$ cat src/verilog/segDisplayPkg.sv
`default_nettype none

package segDisplayPkg;

    typedef logic [31:0] regWordT;
    typedef logic [15:0] binValueT;
    typedef logic [3:0]  bcdDigitT;
    typedef logic [19:0] bcdWordT;     // five packed digits.
    typedef logic [6:0]  segPatternT;  // active low, segment a in bit 0.
    typedef logic [7:0]  anodeVecT;    // active low.

    localparam int MaxDigits = 8;      // anodes on the board.

    localparam segPatternT segDigit0 = 7'b1000000;
    localparam segPatternT segDigit1 = 7'b1111001;
    localparam segPatternT segDigit2 = 7'b0100100;
    localparam segPatternT segDigit3 = 7'b0110000;
    localparam segPatternT segDigit4 = 7'b0011001;
    localparam segPatternT segDigit5 = 7'b0010010;
    localparam segPatternT segDigit6 = 7'b0000010;
    localparam segPatternT segDigit7 = 7'b1111000;
    localparam segPatternT segDigit8 = 7'b0000000;
    localparam segPatternT segDigit9 = 7'b0010000;
    localparam segPatternT segBroken = 7'b1110111;  // only segment d lit.

    typedef enum logic [1:0] {
        convIdle,
        convShift,
        convFinish
    } convStateT;

endpackage

`default_nettype wire
$ cat src/verilog/binToBcd.sv
`default_nettype none

module binToBcd import segDisplayPkg::*; (
    input  logic     clock,
    input  logic     rstN,
    input  binValueT sampleValue,
    input  logic     sampleStrobe,
    output bcdWordT  bcdValue,
    output logic     bcdDone
);

    localparam int ShiftSteps = $bits(binValueT);
    localparam int BcdDigits  = $bits(bcdWordT) / $bits(bcdDigitT);

    convStateT  state;
    logic [3:0] shiftCount;
    binValueT   shiftReg;
    bcdWordT    bcdAcc;
    bcdWordT    bcdAdjusted;
    binValueT   pendingValue;
    logic       pendingValid;
    logic       startConv;
    binValueT   startValue;
    logic       lastShift;

    function automatic bcdWordT addThree(input bcdWordT acc);
        bcdWordT  result;
        bcdDigitT digit;
        result = acc;
        for (int i = 0; i < BcdDigits; i++) begin
            digit = acc[i*4 +: 4];
            if (digit >= 4'd5) begin
                result[i*4 +: 4] = digit + 4'd3;
            end
        end
        return result;
    endfunction

    assign bcdAdjusted = addThree(bcdAcc);
    assign lastShift   = (state == convShift) && (shiftCount == 4'(ShiftSteps - 1));

    // a fresh strobe beats the queued sample.
    always_comb begin
        startConv  = 1'b0;
        startValue = sampleValue;
        case (state)
            convIdle: begin
                startConv = sampleStrobe;
            end
            convFinish: begin
                startConv = sampleStrobe || pendingValid;
                if (!sampleStrobe) begin
                    startValue = pendingValue;
                end
            end
            default: begin
                startConv = 1'b0;
            end
        endcase
    end

    always_ff @(posedge clock) begin
        if (!rstN) begin
            state        <= convIdle;
            shiftCount   <= '0;
            pendingValid <= 1'b0;
            bcdDone      <= 1'b0;
        end else begin
            bcdDone <= (state == convFinish);
            case (state)
                convIdle: begin
                    if (startConv) begin
                        state <= convShift;
                    end
                end
                convShift: begin
                    if (lastShift) begin
                        state <= convFinish;
                    end
                end
                default: begin
                    state <= startConv ? convShift : convIdle;
                end
            endcase
            shiftCount <= (state == convShift) ? shiftCount + 4'd1 : 4'd0;
            if (state == convShift && sampleStrobe) begin
                pendingValid <= 1'b1;  // only the latest is kept.
            end else if (state == convFinish) begin
                pendingValid <= 1'b0;
            end
        end
    end

    always_ff @(posedge clock) begin
        if (startConv) begin
            shiftReg <= startValue;
            bcdAcc   <= '0;
        end else if (state == convShift) begin
            bcdAcc   <= {bcdAdjusted[$bits(bcdWordT)-2:0], shiftReg[ShiftSteps-1]};
            shiftReg <= shiftReg << 1;
        end
        if (state == convShift && sampleStrobe) begin
            pendingValue <= sampleValue;
        end
        if (state == convFinish) begin
            bcdValue <= bcdAcc;
        end
    end

endmodule

`default_nettype wire

$ cat src/verilog/digitMux.sv
`default_nettype none

module digitMux import segDisplayPkg::*; #(
    parameter int NumDigits = 4
) (
    input  logic       clock,
    input  logic       rstN,
    input  bcdWordT    bcdValue,
    input  logic       bcdDone,
    input  logic [2:0] digitIndex,
    output anodeVecT   an,
    output segPatternT seg
);

    localparam int DigitBits = $bits(bcdDigitT);
    localparam int BcdDigits = $bits(bcdWordT) / DigitBits;

    bcdWordT    heldDigits;
    logic       shown;
    logic       overflow;
    bcdDigitT   activeDigit;
    segPatternT digitPattern;

    always_ff @(posedge clock) begin
        if (!rstN) begin
            heldDigits <= '0;
            shown      <= 1'b0;
        end else if (bcdDone) begin
            heldDigits <= bcdValue;
            shown      <= 1'b1;
        end
    end

    // value too wide for the active digits.
    always_comb begin
        overflow = 1'b0;
        for (int i = 0; i < BcdDigits; i++) begin
            if (i >= NumDigits && heldDigits[i*DigitBits +: DigitBits] != '0) begin
                overflow = 1'b1;
            end
        end
    end

    always_comb begin
        activeDigit = '0;
        for (int i = 0; i < BcdDigits; i++) begin
            if (digitIndex == 3'(i)) begin
                activeDigit = heldDigits[i*DigitBits +: DigitBits];
            end
        end
    end

    always_comb begin
        for (int i = 0; i < MaxDigits; i++) begin
            an[i] = !(shown && digitIndex == 3'(i));
        end
    end

    always_comb begin
        case (activeDigit)
            4'd0:    digitPattern = segDigit0;
            4'd1:    digitPattern = segDigit1;
            4'd2:    digitPattern = segDigit2;
            4'd3:    digitPattern = segDigit3;
            4'd4:    digitPattern = segDigit4;
            4'd5:    digitPattern = segDigit5;
            4'd6:    digitPattern = segDigit6;
            4'd7:    digitPattern = segDigit7;
            4'd8:    digitPattern = segDigit8;
            4'd9:    digitPattern = segDigit9;
            default: digitPattern = segBroken;
        endcase
    end

    always_comb begin
        if (!shown) begin
            seg = '1;  // blank until first result.
        end else if (overflow) begin
            seg = segBroken;
        end else begin
            seg = digitPattern;
        end
    end

endmodule

`default_nettype wire

$ cat src/verilog/regSampler.sv
`default_nettype none

module regSampler import segDisplayPkg::*; (
    input  logic     clock,
    input  logic     rstN,
    input  regWordT  regData,
    input  logic     enable,
    output binValueT sampleValue,
    output logic     sampleStrobe
);

    binValueT stageOne;
    logic     stageOneValid;

    // valid bits follow enable through the stages.
    always_ff @(posedge clock) begin
        if (!rstN) begin
            stageOneValid <= 1'b0;
            sampleStrobe  <= 1'b0;
        end else begin
            stageOneValid <= enable;
            sampleStrobe  <= stageOneValid;
        end
    end

    // upper half is not displayed.
    always_ff @(posedge clock) begin
        if (enable) begin
            stageOne <= regData[15:0];
        end
        if (stageOneValid) begin
            sampleValue <= stageOne;
        end
    end

endmodule

`default_nettype wire

$ cat src/verilog/regToSegment.sv
`default_nettype none

module regToSegment import segDisplayPkg::*; #(
    parameter int NumDigits  = 4,
    parameter int ScanDivide = 2048
) (
    input  logic       clock,
    input  logic       rstN,
    input  regWordT    regData,
    input  logic       enable,
    output anodeVecT   an,
    output segPatternT seg
);

    binValueT   sampleValue;
    logic       sampleStrobe;
    bcdWordT    bcdValue;
    logic       bcdDone;
    logic [2:0] digitIndex;

    regSampler sampler_i (
        .clock        (clock),
        .rstN         (rstN),
        .regData      (regData),
        .enable       (enable),
        .sampleValue  (sampleValue),
        .sampleStrobe (sampleStrobe)
    );

    binToBcd converter_i (
        .clock        (clock),
        .rstN         (rstN),
        .sampleValue  (sampleValue),
        .sampleStrobe (sampleStrobe),
        .bcdValue     (bcdValue),
        .bcdDone      (bcdDone)
    );

    scanTimer #(
        .NumDigits  (NumDigits),
        .ScanDivide (ScanDivide)
    ) timer_i (
        .clock      (clock),
        .rstN       (rstN),
        .digitIndex (digitIndex)
    );

    digitMux #(
        .NumDigits (NumDigits)
    ) mux_i (
        .clock      (clock),
        .rstN       (rstN),
        .bcdValue   (bcdValue),
        .bcdDone    (bcdDone),
        .digitIndex (digitIndex),
        .an         (an),
        .seg        (seg)
    );

endmodule

`default_nettype wire

$ cat src/verilog/scanTimer.sv
`default_nettype none

module scanTimer #(
    parameter int NumDigits  = 4,
    parameter int ScanDivide = 2048
) (
    input  logic       clock,
    input  logic       rstN,
    output logic [2:0] digitIndex
);

    localparam int PreWidth = (ScanDivide > 1) ? $clog2(ScanDivide) : 1;

    logic [PreWidth-1:0] prescale;
    logic                prescaleWrap;
    logic                lastDigit;

    assign prescaleWrap = (prescale == PreWidth'(ScanDivide - 1));
    assign lastDigit    = (digitIndex == 3'(NumDigits - 1));

    always_ff @(posedge clock) begin
        if (!rstN) begin
            prescale   <= '0;
            digitIndex <= 3'd0;
        end else begin
            if (prescaleWrap) begin
                prescale <= '0;
            end else begin
                prescale <= prescale + 1'b1;
            end
            // one step per scan slot.
            if (prescaleWrap) begin
                digitIndex <= lastDigit ? 3'd0 : digitIndex + 3'd1;
            end
        end
    end

endmodule

`default_nettype wire

$ cat config.mk
export PLATFORM = sky130hd
export DESIGN_NAME = regToSegment
export DESIGN_NICKNAME = d
export VERILOG_FILES = /design/src/verilog/segDisplayPkg.sv /design/src/verilog/binToBcd.sv /design/src/verilog/digitMux.sv /design/src/verilog/regSampler.sv /design/src/verilog/regToSegment.sv /design/src/verilog/scanTimer.sv
export SDC_FILE = /design/constraint.sdc
export NUM_CORES = 1
export LEC_CHECK = 0
export ABC_AREA = 1
export BUFFER_PORTS_ARGS = -buffer_cell sky130_fd_sc_hd__buf_2
export CAP_MARGIN = 20
export CORE_UTILIZATION = 35
export DETAILED_ROUTE_END_ITERATION = 8
export GPL_ROUTABILITY_DRIVEN = 0
export PLACE_DENSITY = 0.63
export SETUP_SLACK_MARGIN = 0.05
export SLEW_MARGIN = 20
export SYNTH_ARGS = -nofsm -noshare
export SYNTH_HDL_FRONTEND = slang
export SYNTH_HIERARCHICAL = 1
export SYNTH_SLANG_ARGS = --single-unit
$ cat constraint.sdc
create_clock -name clock -period 5.9 [get_ports clock]
set_input_delay 0.59 -clock clock [delete_from_list [all_inputs] [get_ports clock]]
set_output_delay 0.59 -clock clock [all_outputs]
set_load 0.005 [all_outputs]
==> metrics.yaml, run 1 <==
outcome:
  status: "complete, no violations"
setup_path:
  critPathRequiredTime_ns: 5.31
  path_max_fanout: 12
  worst_setup_path_start_kind: "flop"
  end_kind: "output pin"
  worstSetupPathType: "reg2out"
  critPathArrivalTime_ns: 2.49
floorplan:
  fp.dieW_um: 137.8
  boundaryPins: 50
  die_area_mm2: 0.01900
  initial_utilization: 0.3583
  rows: 49
  core_area_mm2: 0.01802
  die_y_um: 137.8
clock_network:
  root_buffer: "clkbuf_16"
  cts.htree.levels: 4
  ctsResizeCount: 0
  clkSinkCount: 149
  cts_tree: "yes"
  cts_buffers: 17
  hold_buffers: 0
  clk_path_buf_depth: 2
  cts_setup_buffers: 0
  insertion_delay_ns: 0.42
  path_clk_slew_ns: 0.07
global_routing:
  grt_antenna_before_repair: 0
  grt_pass1_vias: 4054
  grt_first_pass_wirelength_um: 18130
  grt-ovfl-total: 0
  grt_max_degree: 30
  grt_util_all_layers: 0.1224
synth:
  synth.net_count: 752
  synth_cell_types: 34
  ys_seq_elements: 149
  synth_area_mm2: 0.006457
  syn_avg_cell_area_um2: 9.212
  syn_inst: 701
  ys_seq_area_frac: 0.5921
  synth_warnings: 6
cells_and_area:
  fin_cells: 974
  drive_above_1_share: 0.1342
  num-nets-final: 783
  antenna_cells: 0
  syn2layout_area_growth_pct: 14.28
placement:
  pre_cts_slack_ns: 2.969
  dp.cells: 942
  io_buffers: 33
  dp_hpwl_um: 7025
drt:
  first_iter_violations: 195
  viasPerCell: 4.498
  wl_met2_um: 4684
  drc: 0
  wl_met3_um: 364
  vias: 4381
  routed.top_layer: "met4"
  dr.pass1.iters: 4
  wl_per_cell_um: 10.75
  drt-total-wl_um: 10470
  m1WireLength_um: 5281
  ant_nets: 0
power_and_ir_drop:
  p_sw_uw: 520.8
  intPower_mw: 1.803
  vdd_drop_max_mv: 0.2323
  netSwitchingFraction: 0.2241
  combPwrFrac: 0.036
  p_leak_nw: 3.058
  power_frac_clock: 0.465
  power_frac_seq: 0.500
  p_per_area_mw_per_mm2: 314.9
sta:
  final_hold_viol_count: 0
  tightest_slew_ns: 0.8243
  max_slew_margin: 0.4491
  fin_crit_ns: 3.082
  finalClockSkew_ns: 0.009031
  fin_tns_setup_ns: 0
  slew_violations: 0
  setup_viol: 0
  worst_slack_ns: 2.819
  max_clock_freq_ghz: 0.3245
  grt_setup_unrepaired: "no"
  period_share: 0.5223
  worst_hold_slack_ns: 0.3416
worst_hold_path:
  hold_class: "in2reg"
run:
  maxCapViolations: 0
[through the flow]
stage	cell area (µm²)	total power [mW]	utilization
2_1_floorplan	6457	1.241	-
3_3_place_gp	6783	1.263	0.3763
3_5_place_dp	6783	1.267	0.3763
4_1_cts	7380	2.350	0.4094
5_1_grt	7380	2.412	0.4094
6_report	7380	2.324	0.4094
[power by group through the flow]
stage               combinational (mW)  clock (mW)  sequential (mW)
global placement                0.0814           0             1.18
detailed placement              0.0832           0             1.18
floorplan                       0.0652           0             1.18
CTS                             0.0838        1.10             1.16
global route                    0.0982        1.15             1.17
finish                          0.0827        1.08             1.16
[cells by family after synthesis]
group	after synthesis	synth area share
and+or+nand+nor	367	0.2540
DFF	149	0.5921
xor gates and xnor gates	3	0.004070
buffers and inverters	114	0.07363
adders and majority gates	16	0.03100
AOI/OAI and AO/OA	52	0.04515
[state kept, by name, indices dropped and copies added (netlist names)]
signal	cells
sampler_i/sampleValue	16
converter_i/bcdDone	1
converter_i/bcdValue	20
converter_i/state	2
sampler_i/stageOneValid	1
converter_i/pendingValid	1
timer_i/prescale	11
sampler_i/stageOne	16
timer_i/digitIndex	3
converter_i/shiftReg	16
converter_i/bcdAcc	20
converter_i/shiftCount	4
mux_i/heldDigits	20
mux_i/shown	1
sampler_i/sampleStrobe	1
converter_i/pendingValue	16
[worst max-delay path, cell delays in order, from the launching register on]
cell,delay (ns)
dfxtp_1,0.58
inv_2,0.11
nand2_2,0.07
nor2_1,0.08
nand2_1,0.08
nand4_1,0.11
nor2_1,0.24
inv_1,0.14
ha_1,0.28
or2_0,0.23
nand2_1,0.06
buf_2,0.10
[cells in the mapped netlist, drive strengths merged]
| cell | count | area (µm²) |
|---|---|---|
| nand2 | 184 | 713.2 |
| inv | 93 | 349.1 |
| nor2 | 92 | 407.9 |
| edfxtp | 84 | 2522 |
| dfxtp | 65 | 1301 |
| nand3 | 57 | 297.8 |
| o21ai | 30 | 150.1 |
| nand4 | 27 | 175.2 |
| a21oi | 20 | 126.4 |
| ha | 16 | 200.2 |
| buf | 13 | 96.34 |
| clkbuf | 8 | 30.03 |
| nand3b | 3 | 22.52 |
| or2 | 2 | 12.52 |
| xnor2 | 2 | 17.52 |
| nor3 | 1 | 5.000 |
| nor4 | 1 | 6.260 |
| o211ai | 1 | 7.510 |
| o21a | 1 | 7.510 |
| xor2 | 1 | 8.760 |
[layer usage]
layer	up-vias	global-route usage
met5	-	0
met4	0	0.04710
met3	13	0.03642
met2	69	0.2027
met1	1944	0.1494
li1	2355	-
[placed cells by master, fill, tap and decap left out, types with 2 or more instances in the layout]
cell	Yosys	final
nor2_4	6	6
nand2_1	177	177
buf_2	7	33
dfxtp_1	65	65
o21ai_1	4	4
inv_1	85	85
clkbuf_16	0	17
xnor2_1	2	2
nand4_1	26	26
ha_1	16	16
bufinv_16	0	2
nor2_2	7	7
a21oi_1	15	15
a21oi_2	4	4
nand3_1	56	56
nor2_1	79	79
clkinvlp_4	0	3
inv_6	0	3
nand2_2	6	6
inv_2	8	8
edfxtp_1	84	84
nand3b_1	3	3
o21ai_0	26	26
inv_8	0	4
[worst paths after layout]
kind | start | end | slack, ns | depth (start not counted)
worst min register to register | sampler_i/stageOne[5]$_DFFE_PP_ | sampler_i/sampleValue[5]$_DFFE_PP_ | 0.42 | 0
worst max-delay path | timer_i/digitIndex[1]$_SDFFE_PN0N_ | seg[1] | 2.82 | 11
worst min-delay path | regData[2] | sampler_i/stageOne[2]$_DFFE_PP_ | 0.34 | 1
worst max register to register | converter_i/state[1]$_SDFFE_PN0P_ | converter_i/shiftReg[6]$_DFFE_PP_ | 3.06 | 6
[layout make-up]
class | instances | area, µm²
Sequential cell | 149 | 3824
Clock buffer | 17 | 425.4
Multi-Input combinational cell | 438 | 2158
Tap cell | 229 | 286.5
Inverter | 93 | 349.1
Timing Repair Buffer | 33 | 165.2
Fill cell | 1809 | 10650
Clock inverter | 15 | 171.4
Note: power is estimated with default switching activity, not from simulation.
==> inputs of run 2 (changes only) <==
--- a/config.mk
+++ b/config.mk
@@ -5,13 +5,13 @@
 export SDC_FILE = /design/constraint.sdc
 export NUM_CORES = 1
 export LEC_CHECK = 0
-export ABC_AREA = 1
+export ABC_AREA = 0
 export BUFFER_PORTS_ARGS = -buffer_cell sky130_fd_sc_hd__buf_2
 export CAP_MARGIN = 20
 export CORE_UTILIZATION = 35
 export DETAILED_ROUTE_END_ITERATION = 8
 export GPL_ROUTABILITY_DRIVEN = 0
-export PLACE_DENSITY = 0.63
+export PLACE_DENSITY = 0.65
 export SETUP_SLACK_MARGIN = 0.05
 export SLEW_MARGIN = 20
 export SYNTH_ARGS = -nofsm -noshare
==> constraint.sdc (replaced) <==
create_clock -name clock -period 2.55 [get_ports clock]
set_input_delay 0.255 -clock clock [delete_from_list [all_inputs] [get_ports clock]]
set_output_delay 0.255 -clock clock [all_outputs]
set_load 0.005 [all_outputs]
==> run 2 against run 1 <==
  * Final cell count decreased by 17%
  * Flip-flop and latch count did not move
  * Sequential power up 140%
  * Setup slack worse by 2.8 ns
  * Via count down 10%
  * Global-route usage shrank 0.17 points
  * Synthesized cell count is 28% lower
  * Final area rose by 1.0%
  * Clock skew up 0.0011 ns
  * Clock-buffer cell count grew 1
  * Die area is 2.9% lower
  * Critical path depth is 3 lower
  * Critical path type unchanged
==> metrics.yaml, run 2 <==
setup_path:
  worstSetupPathType: "reg2out"
  end_kind: "output pin"
  worst_setup_path_start_kind: "flop"
  critPathRequiredTime_ns: 2.30
  path_max_fanout: 8
  critPathArrivalTime_ns: 2.25
synth:
  synth.most_common_cell: "edfxtp_1"
  netlist_top_cells_area: "edfxtp_1 40%, dfxtp_1 21%, mux2i_1 6.9%"
  synth_cell_types: 56
  ys.flop_type: "edfxtp_1"
  synth_simple_gate_area_frac: 0.1254
  synth_xor_area_frac: 0.01537
  yosysTopAreaCellShare: 0.4025
  syn_inst: 508
  synth_edf_count: 84
  ys_seq_area_frac: 0.6101
  syn_avg_cell_area_um2: 12.34
  synth_compound_area_frac: 0.1028
  synth-adder-area-share: 0.03194
  synth_top_family_by_area: "simple AND/OR/NAND/NOR gates"
  yosys-top-cells-count: "84 x edfxtp_1, 65 x dfxtp_1, 43 x mux2i_1"
  synth_area_mm2: 0.006267
  yosys.area.top_type: "edfxtp_1"
  ys_seq_elements: 149
  synth_warnings: 6
  synth.net_count: 559
  async_flop_share: 0
  synth.area.mux_share: 0.07946
drt:
  vias: 3934
  dr.pass1.iters: 4
  drt-total-wl_um: 10710
  wl_per_cell_um: 13.25
  drc: 0
  first_iter_violations: 164
  viasPerCell: 4.869
  ant_nets: 0
sta:
  worst_hold_slack_ns: 0.02090
  fin_tns_setup_ns: 0
  finalClockSkew_ns: 0.01016
  setup_viol: 0
  max_clock_freq_ghz: 0.3990
  tightest_slew_ns: 0.7030
  max_slew_margin: 0.5302
  fin_crit_ns: 2.506
  final_hold_viol_count: 0
  period_share: 0.9827
  slew_violations: 0
  grt_setup_unrepaired: "yes"
  worst_slack_ns: 0.04401
cells_and_area:
  multi_input_area_mm2: 0.002285
  regArea_mm2: 0.003831
  drive_above_1_share: 0.2093
  num-nets-final: 621
  top_regs: "converter_i/bcdAcc (20), converter_i/bcdValue (20), mux_i/heldDigits (20)"
  antenna_cells: 0
  fin_cells: 808
  final_cell_mix: "84 x edfxtp_1, 63 x dfxtp_1, 41 x mux2i_1"
  fillers: 1590
  layout_commonest_cell: "edfxtp_1"
  syn2layout_area_growth_pct: 18.97
floorplan:
  rows: 48
  fp.dieW_um: 135.8
  boundaryPins: 50
  die_area_mm2: 0.01845
  die_y_um: 135.8
  core_area_mm2: 0.01742
  initial_utilization: 0.3598
placement:
  io_buffers: 33
  dp.cells: 751
  dp_hpwl_um: 6873
  pre_cts_slack_ns: 0.08325
outcome:
  status: "complete, no violations"
power_and_ir_drop:
  power_frac_seq: 0.513
  p_per_area_mw_per_mm2: 739.3
  netSwitchingFraction: 0.2426
  vdd_drop_max_mv: 0.5708
  intPower_mw: 4.175
  combPwrFrac: 0.081
  p_sw_mw: 1.337
  power_frac_clock: 0.407
  p_leak_nw: 2.511
  p_total_mw: 5.512
run:
  maxCapViolations: 0
global_routing:
  grt_pass1_vias: 3879
  grt_max_degree: 37
  grt_util_all_layers: 0.1208
  grt-ovfl-total: 0
  grt_antenna_before_repair: 0
  grt_first_pass_wirelength_um: 17510
clock_network:
  insertion_delay_ns: 0.42
  clk_path_buf_depth: 2
  cts_tree: "yes"
  cts_buffers: 17
  path_clk_slew_ns: 0.06
  clkSinkCount: 149
  root_buffer: "clkbuf_16"
  cts.htree.levels: 4
worst_hold_path:
  hold_class: "in2reg"
[run 2: cell count changes after synthesis, moves of 13 or more]
cell,before,now
nand3_1,56,15
a21oi_1,15,36
mux2i_1,0,43
nor2_1,79,33
inv_1,85,16
o22ai_1,0,13
nor2b_1,0,22
nand2_1,177,32
nand4_1,26,2
[run 2: worst paths after layout]
path                                       from                            endpoint  slack (ns)  cells past startpoint
max          timer_i/digitIndex[1]$_SDFFE_PN0N_                              seg[0]        0.04                      8
min                                  regData[9]     sampler_i/stageOne[9]$_DFFE_PP_        0.02                      1
max reg2reg   converter_i/state[1]$_SDFFE_PN0P_  converter_i/shiftReg[14]$_DFFE_PP_        0.81                      3
min reg2reg     sampler_i/stageOne[8]$_DFFE_PP_  sampler_i/sampleValue[8]$_DFFE_PP_        0.42                      0
[run 2: metrics by stage]
stage	instance area (µm²)	utilization
global placement	6633	0.3808
finish	7456	0.4281
floorplan	6267	-
detailed placement	6633	0.3808
CTS	7327	0.4207
global route	7456	0.4281
[run 2: logic make-up after synthesis]
family	after synthesis
flops	149
simple gates	145
compound gates	96
mux	49
buf+inv	42
fa+ha+maj	16
xor+xnor	11
[run 2: area by class of cell]
cell class              count  area share
multi-input cells         317      0.3064
repair buffers             67     0.06159
clock buffers              18     0.05756
clock inverters            14     0.01376
inverters                  18    0.009062
well taps                 225     0.03776
flip-flops and latches    149      0.5138
[run 2: power groups by stage]
stage / clock (mW) / sequential (mW) / combinational (mW)
finish: 2.24 / 2.83 / 0.445
floorplan: 0 / 2.84 / 0.345
detailed placement: 0 / 2.88 / 0.430
global placement: 0 / 2.87 / 0.397
CTS: 2.30 / 2.83 / 0.442
global route: 2.40 / 2.85 / 0.509
[run 2: timing repair]
| action | 4_1_cts | 5_1_grt |
|---|---|---|
| endpoints found under the setup margin | 7 | 7 |
| setup buffers | 6 | 5 |
| pin swaps | 5 | 3 |
| gates resized for setup | 10 | 9 |
| hold buffers | 9 | 5 |
| hold endpoints to repair | 9 | 5 |
[run 2: worst max-delay path, cell delays in order, from the launching register on]
cell	delay (ns)
dfxtp_4	0.42
buf_4	0.16
mux2_1	0.33
o2bb2ai_1	0.16
a21oi_4	0.22
buf_4	0.16
and3_1	0.19
o21ai_2	0.07
buf_2	0.12
[run 2: layer usage]
metal / routed length, µm / GRT usage / share of wire / vias up
li1: - / - / - / 1961
met1: 4871 / 0.1370 / 0.45 / 1869
met2: 5311 / 0.2100 / 0.50 / 86
met3: 350 / 0.03318 / 0.033 / 18
met4: 174 / 0.05556 / 0.016 / 0
met5: 0 / 0 / 0 / -
